File: config.mk
export PLATFORM = sky130hd
export DESIGN_NAME = tutor_bus
export DESIGN_NICKNAME = d
export VERILOG_FILES = /design/src/tutor_pkg.sv /design/src/bus_read_mux.sv /design/src/cart_mapper.sv /design/src/key_matrix.sv /design/src/tutor_bus.sv
export SDC_FILE = /design/constraint.sdc
export NUM_CORES = 1
export LEC_CHECK = 0
export ABC_AREA = 1
export ABC_CLOCK_PERIOD_IN_PS = 2150
export BUFFER_PORTS_ARGS = -buffer_cell sky130_fd_sc_hd__buf_4
export CAP_MARGIN = 20
export CORE_ASPECT_RATIO = 0.6
export CORE_MARGIN = 2
export CORE_UTILIZATION = 52
export DETAILED_ROUTE_END_ITERATION = 10
export PLACE_DENSITY = 0.82
export SLEW_MARGIN = 20
export SYNTH_ARGS = -nofsm -noshare
export SYNTH_HDL_FRONTEND = slang
export SYNTH_SLANG_ARGS = --single-unit
File: constraint.sdc
create_clock -name clk -period 2.15 [get_ports clk]
set_input_delay 0.1075 -clock clk [delete_from_list [all_inputs] [get_ports clk]]
set_output_delay 0.1075 -clock clk [all_outputs]
set_load 0.02 [all_outputs]
File: src/tutor_pkg.sv
// ********************
// Tutor bus definitions
// Address map constants, machine type and the structs shared by the
// CPU-side glue blocks
// ********************
package tutor_pkg;

	// Machine variant
	typedef enum logic [1:0] {
		TUTOR    = 2'd0,
		PYUTA    = 2'd1,
		PYUTA_JR = 2'd2
	} system_t;

	// Cartridge enable latch strobes
	localparam logic [15:0] CART_OFF_ADDR = 16'hE108;
	localparam logic [15:0] CART_ON_ADDR  = 16'hE10C;

	// Pyuta Jr keyboard rows, read as memory
	localparam logic [15:0] JR_ROW0_ADDR = 16'hE800;
	localparam logic [15:0] JR_ROW1_ADDR = 16'hEA00;
	localparam logic [15:0] JR_ROW2_ADDR = 16'hEC00;
	localparam logic [15:0] JR_ROW3_ADDR = 16'hEE00;

	localparam logic [8:0]  KBD_CRU_SEL      = 9'h1D8;    // CRU EC00-EC7F
	localparam logic [4:0]  JR_KBD_SEL       = 5'h1D;     // E800-EFFF
	localparam logic [16:0] CART_SMALL_LIMIT = 17'h04000; // 16K

	// Word offsets of the cartridge image in external RAM
	localparam logic [15:0] BANK_OFF_LARGE = 16'h6000;
	localparam logic [15:0] BANK_OFF_SMALL = 16'h4000;

	typedef struct packed {
		logic [14:0] word;
		logic        byte_sel;
	} mem_view_t;

	typedef struct packed {
		logic [8:0] kbd_sel;
		logic [5:0] key_idx;  // Address bits 6..1
		logic       low;
	} cru_view_t;

	// Same CPU address, seen as memory or as CRU bit address
	typedef union packed {
		mem_view_t mem;
		cru_view_t cru;
	} cpu_addr_u;

	typedef struct packed {
		cpu_addr_u   addr;
		logic [15:0] wdata;
		logic        rd;
		logic        wr;
	} cpu_bus_t;

	// PS/2 event word, toggle flips once per event
	typedef struct packed {
		logic       toggle;
		logic       pressed;
		logic [8:0] code;
	} ps2_event_t;

	typedef struct packed {
		logic [0:63]     tutor;  // Index equals CRU key index
		logic [3:0][7:0] jr;     // Row 0 at E800 up to row 3 at EE00
	} key_rows_t;

endpackage

File: src/bus_read_mux.sv
// ********************
// CPU read data and CRU input select
// ********************
module bus_read_mux #(
	parameter tutor_pkg::system_t SYSTEM_TYPE = tutor_pkg::TUTOR
) (
	input  tutor_pkg::cpu_bus_t  bus_i,
	input  tutor_pkg::key_rows_t rows_i,
	input  logic [15:0]          ram_data_i,
	output logic [15:0]          cpu_data_o,
	output logic                 cru_in_o
);
	import tutor_pkg::*;

	localparam logic [7:0] UTIL_PAGE = 8'hE1;  // Utility block, reads zero

	logic [15:0] addr;
	logic        jr_sel;
	logic [7:0]  jr_row;

	assign addr   = bus_i.addr;
	assign jr_sel = (SYSTEM_TYPE == PYUTA_JR) && (addr[15:11] == JR_KBD_SEL);

	always_comb begin
		case (addr)
			JR_ROW0_ADDR: jr_row = rows_i.jr[0];
			JR_ROW1_ADDR: jr_row = rows_i.jr[1];
			JR_ROW2_ADDR: jr_row = rows_i.jr[2];
			JR_ROW3_ADDR: jr_row = rows_i.jr[3];
			default:      jr_row = 8'h00;
		endcase
	end

	always_comb begin
		if (jr_sel)
			cpu_data_o = {jr_row, 8'h00};  // Row on the high byte
		else if (addr[15:8] == UTIL_PAGE)
			cpu_data_o = 16'h0000;
		else
			cpu_data_o = ram_data_i;
	end

	// Unselected CRU bits float high
	assign cru_in_o = (bus_i.addr.cru.kbd_sel == KBD_CRU_SEL) ?
		rows_i.tutor[bus_i.addr.cru.key_idx] : 1'b1;

endmodule

File: src/cart_mapper.sv
// ********************
// Cartridge memory mapper
// Cart enable latch, banked RAM word address and RAM write enable
// ********************
module cart_mapper #(
	parameter tutor_pkg::system_t SYSTEM_TYPE     = tutor_pkg::TUTOR,
	parameter logic [4:0]         RAM_EXPAND_MASK = 5'b00000
) (
	input  logic                clk,
	input  logic                reset,
	input  tutor_pkg::cpu_bus_t bus_i,
	input  logic [16:0]         cart_size_i,
	output logic [15:0]         ram_addr_o,
	output logic                ram_we_n_o
);
	import tutor_pkg::*;

	logic        cart_en;
	logic [15:0] addr;
	logic [15:0] word_addr;
	logic        banked;
	logic        large_hit;
	logic        small_hit;
	logic [2:0]  blk;
	logic        exp_hit;

	assign addr      = bus_i.addr;
	assign word_addr = {1'b0, bus_i.addr.mem.word};
	assign blk       = addr[15:13];  // 8K block number

	always_ff @(posedge clk) begin
		if (reset) begin
			cart_en <= 1'b0;
		end else if (bus_i.wr) begin
			if (addr == CART_OFF_ADDR)
				cart_en <= 1'b0;
			else if (addr == CART_ON_ADDR)
				cart_en <= 1'b1;
		end
	end

	// Pyuta variants always see the cartridge
	assign banked = cart_en || (SYSTEM_TYPE != TUTOR);

	assign large_hit = banked && (cart_size_i > CART_SMALL_LIMIT) &&
		(addr >= 16'h4000) && (addr <= 16'hBFFF);
	assign small_hit = banked && (cart_size_i <= CART_SMALL_LIMIT) &&
		(addr >= 16'h8000) && (addr <= 16'hBFFF);

	always_comb begin
		if (large_hit)
			ram_addr_o = word_addr + BANK_OFF_LARGE;
		else if (small_hit)
			ram_addr_o = word_addr + BANK_OFF_SMALL;
		else
			ram_addr_o = word_addr;
	end

	// Expansion RAM has one mask bit per 8K block from 4000
	always_comb begin
		case (blk)
			3'd2:    exp_hit = RAM_EXPAND_MASK[0];
			3'd3:    exp_hit = RAM_EXPAND_MASK[1];
			3'd4:    exp_hit = RAM_EXPAND_MASK[2];
			3'd5:    exp_hit = RAM_EXPAND_MASK[3];
			3'd6:    exp_hit = RAM_EXPAND_MASK[4];
			default: exp_hit = 1'b0;
		endcase
	end

	assign ram_we_n_o = !(bus_i.wr && ((addr[15:12] == 4'hF) || exp_hit));

	// Writes need the CPU strobe and never reach the ROM below 4000 or the I/O page
	a_we_window: assert property (@(posedge clk) disable iff (reset)
		!ram_we_n_o |-> bus_i.wr && (addr >= 16'h4000) && (addr[15:12] != 4'hE))
		else $error("RAM write enable outside the writable windows");

endmodule

File: src/key_matrix.sv
// ********************
// Keyboard and joystick matrix
// Tracks PS/2 key states and builds the Tutor matrix and Jr scan rows
// ********************
module key_matrix (
	input  logic                   clk,
	input  logic                   reset,
	input  tutor_pkg::ps2_event_t  ps2_i,
	input  logic [31:0]            joy0_i,
	input  logic [31:0]            joy1_i,
	output tutor_pkg::key_rows_t   rows_o
);
	import tutor_pkg::*;

	// Positions that no key or joystick line drives
	localparam logic [0:63] FIXED_ZERO = 64'h0000_0000_00C0_840F;

	logic        toggle_q;
	logic [0:63] key_q;      // Indexed by Tutor matrix position
	logic [0:63] joy_bits;
	logic [6:0]  lookup;     // Hit flag and matrix position
	logic        ps2_evt;

	// Scan code to matrix position, bit 6 flags a known key
	function automatic logic [6:0] key_lookup(input logic [7:0] code);
		logic [6:0] hit;
		hit = 7'd0;
		case (code)
			8'h16: hit = {1'b1, 6'd0};   // 1
			8'h1E: hit = {1'b1, 6'd1};   // 2
			8'h15: hit = {1'b1, 6'd2};   // q
			8'h1D: hit = {1'b1, 6'd3};   // w
			8'h1C: hit = {1'b1, 6'd4};   // a
			8'h1B: hit = {1'b1, 6'd5};   // s
			8'h1A: hit = {1'b1, 6'd6};   // z
			8'h22: hit = {1'b1, 6'd7};   // x
			8'h26: hit = {1'b1, 6'd8};   // 3
			8'h25: hit = {1'b1, 6'd9};   // 4
			8'h24: hit = {1'b1, 6'd10};  // e
			8'h2D: hit = {1'b1, 6'd11};  // r
			8'h23: hit = {1'b1, 6'd12};  // d
			8'h2B: hit = {1'b1, 6'd13};  // f
			8'h21: hit = {1'b1, 6'd14};  // c
			8'h2A: hit = {1'b1, 6'd15};  // v
			8'h2E: hit = {1'b1, 6'd16};  // 5
			8'h36: hit = {1'b1, 6'd17};  // 6
			8'h2C: hit = {1'b1, 6'd18};  // t
			8'h35: hit = {1'b1, 6'd19};  // y
			8'h34: hit = {1'b1, 6'd20};  // g
			8'h33: hit = {1'b1, 6'd21};  // h
			8'h32: hit = {1'b1, 6'd22};  // b
			8'h31: hit = {1'b1, 6'd23};  // n
			8'h3D: hit = {1'b1, 6'd24};  // 7
			8'h3E: hit = {1'b1, 6'd25};  // 8
			8'h46: hit = {1'b1, 6'd26};  // 9
			8'h3C: hit = {1'b1, 6'd27};  // u
			8'h43: hit = {1'b1, 6'd28};  // i
			8'h3B: hit = {1'b1, 6'd29};  // j
			8'h42: hit = {1'b1, 6'd30};  // k
			8'h3A: hit = {1'b1, 6'd31};  // m
			8'h45: hit = {1'b1, 6'd32};  // 0
			8'h4E: hit = {1'b1, 6'd33};  // -
			8'h44: hit = {1'b1, 6'd34};  // o
			8'h4D: hit = {1'b1, 6'd35};  // p
			8'h4B: hit = {1'b1, 6'd36};  // l
			8'h4C: hit = {1'b1, 6'd37};  // ;
			8'h41: hit = {1'b1, 6'd38};  // ,
			8'h49: hit = {1'b1, 6'd39};  // .
			8'h55: hit = {1'b1, 6'd42};  // = as degree
			8'h54: hit = {1'b1, 6'd43};  // [ as underscore
			8'h52: hit = {1'b1, 6'd44};  // Quote as colon
			8'h5B: hit = {1'b1, 6'd45};  // ] as open bracket
			8'h4A: hit = {1'b1, 6'd46};  // /
			8'h5D: hit = {1'b1, 6'd47};  // \ as close bracket
			8'h58: hit = {1'b1, 6'd49};  // Caps as alpha lock
			8'h12: hit = {1'b1, 6'd50};  // Left shift
			8'h59: hit = {1'b1, 6'd50};  // Right shift, same key
			8'h05: hit = {1'b1, 6'd51};  // F1 as MON
			8'h5A: hit = {1'b1, 6'd52};  // Enter
			8'h06: hit = {1'b1, 6'd54};  // F2 as MOD
			8'h29: hit = {1'b1, 6'd55};  // Space
			8'h6B: hit = {1'b1, 6'd56};  // Cursor left
			8'h66: hit = {1'b1, 6'd56};  // Backspace shares cursor left
			8'h75: hit = {1'b1, 6'd57};  // Cursor up
			8'h72: hit = {1'b1, 6'd58};  // Cursor down
			8'h74: hit = {1'b1, 6'd59};  // Cursor right
			default: hit = 7'd0;
		endcase
		return hit;
	endfunction

	assign ps2_evt = (ps2_i.toggle != toggle_q);
	assign lookup  = key_lookup(ps2_i.code[7:0]);  // Extended prefix bit ignored

	always_ff @(posedge clk) begin
		toggle_q <= ps2_i.toggle;  // Also loaded in reset, no false event
		if (reset) begin
			key_q <= '0;
		end else if (ps2_evt && lookup[6]) begin
			key_q[lookup[5:0]] <= ps2_i.pressed;
		end
	end

	// Joystick lines wired onto the Tutor keys
	always_comb begin
		joy_bits     = '0;
		joy_bits[0]  = joy0_i[6];
		joy_bits[1]  = joy0_i[7];
		joy_bits[34] = joy0_i[4];
		joy_bits[35] = joy0_i[5];
		joy_bits[36] = joy0_i[2];
		joy_bits[37] = joy0_i[1];
		joy_bits[38] = joy0_i[3];
		joy_bits[39] = joy0_i[0];
		joy_bits[42] = joy1_i[4];
		joy_bits[43] = joy1_i[5];
		joy_bits[44] = joy1_i[2];
		joy_bits[45] = joy1_i[1];
		joy_bits[46] = joy1_i[3];
		joy_bits[47] = joy1_i[0];
		joy_bits[52] = joy0_i[8];
		joy_bits[56] = joy0_i[1];
		joy_bits[57] = joy0_i[3];
		joy_bits[58] = joy0_i[2];
		joy_bits[59] = joy0_i[0];
	end

	always_comb begin
		rows_o.tutor = key_q | joy_bits;
		// Jr rows, first listed bit lands on D7
		rows_o.jr[0] = {joy0_i[0], joy0_i[3], joy0_i[1], joy0_i[2],
			joy0_i[5], joy0_i[4], 2'b00};
		rows_o.jr[1] = {key_q[1] | joy0_i[7], key_q[0] | joy0_i[6],
			key_q[51] | key_q[2], key_q[54] | key_q[31], key_q[35],
			key_q[52] | joy0_i[8], 2'b00};
		rows_o.jr[2] = {key_q[59] | joy0_i[0], key_q[58] | joy0_i[2],
			key_q[57] | joy0_i[3], key_q[56] | joy0_i[1], key_q[39], key_q[38], 2'b00};
		rows_o.jr[3] = {joy1_i[0], joy1_i[3], joy1_i[1], joy1_i[2],
			joy1_i[5], joy1_i[4], 2'b00};
	end

	// Decoder never reaches the unused matrix positions
	a_fixed_zero: assert property (@(posedge clk) disable iff (reset)
		(rows_o.tutor & FIXED_ZERO) == '0)
		else $error("Fixed-zero matrix position set");

endmodule

File: src/tutor_bus.sv
// ********************
// Tutor CPU bus glue
// Keyboard matrix, cartridge mapper and read select around the TMS9995
// ********************
module tutor_bus #(
	parameter tutor_pkg::system_t SYSTEM_TYPE     = tutor_pkg::TUTOR,
	parameter logic [4:0]         RAM_EXPAND_MASK = 5'b00000
) (
	input  logic        clk,
	input  logic        reset,
	input  logic [15:0] cpu_addr_i,
	input  logic [15:0] cpu_data_i,
	input  logic        cpu_rd_i,
	input  logic        cpu_wr_i,
	input  logic [16:0] cart_size_i,
	input  logic [10:0] ps2_key_i,
	input  logic [31:0] joy0_i,
	input  logic [31:0] joy1_i,
	input  logic [15:0] ram_data_i,
	output logic [15:0] ram_addr_o,
	output logic        ram_we_n_o,
	output logic [15:0] cpu_data_o,
	output logic        cru_in_o
);
	import tutor_pkg::*;

	cpu_bus_t   bus;
	ps2_event_t ps2_ev;
	key_rows_t  rows;

	assign bus    = {cpu_addr_i, cpu_data_i, cpu_rd_i, cpu_wr_i};
	assign ps2_ev = ps2_event_t'(ps2_key_i);

	key_matrix u_keys (.clk(clk), .reset(reset), .ps2_i(ps2_ev),
		.joy0_i(joy0_i), .joy1_i(joy1_i), .rows_o(rows));

	cart_mapper #(.SYSTEM_TYPE(SYSTEM_TYPE), .RAM_EXPAND_MASK(RAM_EXPAND_MASK)) u_mapper (
		.clk(clk), .reset(reset), .bus_i(bus), .cart_size_i(cart_size_i),
		.ram_addr_o(ram_addr_o), .ram_we_n_o(ram_we_n_o));

	bus_read_mux #(.SYSTEM_TYPE(SYSTEM_TYPE)) u_read (.bus_i(bus), .rows_i(rows),
		.ram_data_i(ram_data_i), .cpu_data_o(cpu_data_o), .cru_in_o(cru_in_o));

endmodule

==> run summary <==
Status: complete, no violations
Initial Util: 0.526
Count of boundary I/O pins: 178
Top achievable clock speed: 0.492 GHz
Setup slack at placement: -0.335 ns
Synth Cell Area: 0.00550 sq mm
Pwr dens: 514 mW/mm^2
Number of antenna violations at the first check in global routing: 0
Area enclosed by the die boundary: 0.0114 sq mm
Max-cap violations: 0
Share of flip-flops with an asynchronous set or reset: 0
Number of buffers on the longest clock path: 2
Diodes inserted: 0
Total clock sinks: 66
Top cell by count, worst path: sky130_fd_sc_hd__nand2_1
Number of pins with negative max-slew slack in the final report: 0
Xor and xnor fraction of the mapped netlist area: 0.00159
Buffers added on ports: 110
Worst min-delay path category: primary input to flip-flop
Part of the Yosys area used for sequential elements: 0.240
Number of warnings reported in the yosys synthesis log: 0
Post-detail-place hpwl: 13200 microns
Final Setup Violations: 0
Static leakage: 3.73 nW
Proportion of synthesized area in mux cells: 0
Capture point of the worst reg-to-reg path: u_keys.key_q[49]$_SDFFE_PP0P_
Family with the most delay on the worst path: compound AO/OA/AOI/OAI gates
GP Congestion: 1.01
Startpoint kind of the worst setup timing path: flip-flop
Clock Power Share: 0.402
Simple-Gate Fraction of Synth Area: 0.473
Internal cell power: 0.00263 W
Nets in the synthesized netlist: 1127
Number of global-route vias before repair: 6048
Row cnt: 29
Switching part of the total: 0.299
Hold depth: 4
Hold violation count in the final report: 0
Overall Global Routing Usage: 0.315
Clk root buf: sky130_fd_sc_hd__clkbuf_16
Cell breakdown of the critical path: inv_1 > nand2_1 > o211ai_1 > o31ai_1 > o21ai_0 > nand3_1 > a21oi_1 > nand2_1 > buf_4
Die width: 137 microns
Combinational family with the most area after synthesis: simple AND/OR/NAND/NOR gates
Setup ws final: 0.117 ns
Min Tclk post-route: 2.03 ns
Switching power: 0.00113 W
Required time of the worst setup path: 2.04 ns
Core Box Area: 0.0105 sq mm
Most used cells in the layout excluding fill and tap cells: sky130_fd_sc_hd__nand2_1, sky130_fd_sc_hd__buf_4, sky130_fd_sc_hd__nor2_1
Via-to-Cell Ratio: 5.46
Synthesized-area fraction occupied by ao, oa, aoi and oai cells: 0.0962
H-tree depth reported by CTS: 3
Share of layout cells above drive strength 1: 0.216
Clock-pin slew reported for the worst setup and hold paths after clock tree synthesis: 0.05 ns
Maximum VDD drop: 0.406 mV
Net count of the finished layout: 1269
Crit-path slowest cell: sky130_fd_sc_hd__dfxtp_1
Worst Max-Slew Pin Slew: 0.752 ns
Share of total power in combinational logic: 0.271
Leading register cell type out of synthesis: sky130_fd_sc_hd__dfxtp_1
Detailed Routing Iterations Pass 1: 8
Final global-route overflow total: 0
Number of instances in the placed design: 1232
Final worst clock skew: 0.00410 ns
Fraction of the cycle the final worst path needs: 0.945
Instance count of the mapped netlist: 971
Final Non-Filler Cells: 1256
Detailed-route via count: 6852
Normalized max-slew margin: 0.498
Setup CP Type: flip-flop to output pin
Mean instance size in the synthesized netlist: 5.67 sq um
Final antenna-violating net count: 0
Worst Path Buf+Inv: 2
R2r worst-path depth: 9
Netlist cell types: 38
Flop pwr share: 0.328
Chip height: 83.7 microns
Largest fanout on the critical path: 2
Maximum number of pins on one net before global-route repair: 43
Wire length of the first global-routing pass: 29000 microns
Slowest cell delay on critical path: 0.30 ns
Number of enable flip-flop cells after synthesis: 0
Worst-skew pair later-pin latency: 0.34 ns
Hold Path Origin: cpu_wr_i
Destination of the worst hold path: u_mapper.banked$_SDFFE_PP0P_
Source of the worst register-to-register timing path: u_keys.toggle_q$_DFF_P_
Area growth from synthesis to layout: 32.9%
DRC: 0
CTS tree: yes
Post-detailed-routing wire length: 18500 microns
Routed len/inst: 14.7 microns
Adder and majority cell fraction of the synthesized area: 0.0273
Synthesis-stage register bit count: 66
Worst reg2reg setup slack: 0.26 ns
Leading cell type in the layout, fill and taps excluded: sky130_fd_sc_hd__nand2_1
CP endpoint kind: output pin
Arrival time reported for the critical path endpoint: 1.93 ns
Clock buffers created by TritonCTS: 9
DRT iter0 DRCs: 1135
[cells by family after synthesis]
| group | count (synthesis) |
|---|---|
| adder cells (fa/ha/maj) | 12 |
| AO/OA/AOI/OAI | 91 |
| AND/OR/NAND/NOR | 599 |
| flip-flops | 66 |
| XOR/XNOR | 1 |
| buffers and inverters | 202 |
[power by group through the flow]
stage	clock [W]	sequential [W]	combinational, W
after detailed placement	0	0.00126	0.000946
after global placement	0	0.00126	0.000936
after global routing	0.00157	0.00123	0.00109
after CTS	0.00152	0.00123	0.000960
after floorplan	0	0.00126	0.000529
final	0.00151	0.00123	0.00102
[routing by layer]
layer | part of all wire | vias to the layer above | track usage
met5 | 0 | - | 0
met4 | 0.017 | 0 | 0.0740
met3 | 0.13 | 56 | 0.102
met2 | 0.40 | 417 | 0.425
met1 | 0.45 | 3057 | 0.477
li1 | - | 3322 | -
[how the worst max path moves through the flow]
stage | depth (start not counted) | slack (ns) | endpoint | from
final | 9 | 0.12 | cru_in_o | u_keys.key_q[56]$_SDFFE_PP0P_
after global placement | 15 | -0.23 | u_keys.key_q[39]$_SDFFE_PP0P_ | ps2_key_i[0]
after detailed placement | 17 | -0.33 | u_keys.key_q[32]$_SDFFE_PP0P_ | ps2_key_i[0]
after CTS | 11 | 0.10 | u_keys.key_q[16]$_SDFFE_PP0P_ | ps2_key_i[10]
after floorplan | 16 | 0.29 | u_keys.key_q[0]$_SDFFE_PP0P_ | ps2_key_i[1]
after global routing | 19 | -0.02 | u_keys.key_q[61]$_SDFFE_PP0P_ | ps2_key_i[0]
[registers in the layout, indices dropped and copies added, names as in the netlist]
register	count
u_keys.key_q	64
u_keys.toggle_q	1
u_mapper.banked	1
[per-stage QoR]
| stage | hold slack (ns) | setup TNS [ns] | util | cell area (sq um) | power (W) |
|---|---|---|---|---|---|
| 6_report | 0.209 | 0 | 0.700 | 7310 | 0.00376 |
| 5_1_grt | 0.232 | -0.0155 | 0.700 | 7310 | 0.00389 |
| 2_1_floorplan | 0.135 | 0 | - | 5500 | 0.00179 |
| 3_3_place_gp | 0.230 | -6.63 | 0.658 | 6870 | 0.00219 |
| 4_1_cts | 0.200 | 0 | 0.690 | 7210 | 0.00371 |
| 3_5_place_dp | 0.230 | -10.41 | 0.658 | 6870 | 0.00220 |
[what timing repair did]
item                                    in CTS  in global routing
gates cloned                                 1                  1
buffers inserted                             0                  5
endpoints found under the setup margin       5                 55
endpoints found under the hold margin        2                  0
resized for setup                            0                 12
hold buffers                                 2                  0
pin swaps                                    1                  1
[synthesized netlist by cell type (6+ instances only)]
| cell | instances | share of area |
|---|---|---|
| sky130_fd_sc_hd__buf_2 | 14 | 0.013 |
| sky130_fd_sc_hd__nand4_1 | 13 | 0.015 |
| sky130_fd_sc_hd__o31ai_1 | 7 | 0.0096 |
| sky130_fd_sc_hd__ha_1 | 12 | 0.027 |
| sky130_fd_sc_hd__nand3_1 | 131 | 0.12 |
| sky130_fd_sc_hd__nor2_4 | 13 | 0.027 |
| sky130_fd_sc_hd__nand2_1 | 262 | 0.18 |
| sky130_fd_sc_hd__nor2_1 | 155 | 0.11 |
| sky130_fd_sc_hd__buf_1 | 7 | 0.0048 |
| sky130_fd_sc_hd__nor3_1 | 10 | 0.0091 |
| sky130_fd_sc_hd__o211ai_1 | 6 | 0.0082 |
| sky130_fd_sc_hd__inv_1 | 134 | 0.091 |
| sky130_fd_sc_hd__dfxtp_1 | 66 | 0.24 |
| sky130_fd_sc_hd__clkbuf_1 | 13 | 0.0089 |
| sky130_fd_sc_hd__a21oi_1 | 34 | 0.031 |
| sky130_fd_sc_hd__o21ai_0 | 31 | 0.028 |
| sky130_fd_sc_hd__buf_4 | 22 | 0.030 |
[final cells by class]
class	count	area, sq um
tap	139	174
inverter	142	539
multi-input combinational	704	3320
sequential	66	1320
clock buffer	13	270
clock inverter	2	35.0
timing repair buffer	190	1650
fill	873	3140
[worst register-to-register path: cells and delay by family, from the launching register on]
kind                   cells  cell delay (ns)
buffers and inverters      1             0.08
flip-flops                 1             0.32
AO/OA/AOI/OAI              2             0.33
AND/OR/NAND/NOR            6             1.06
(Power assumes the default switching activity.)
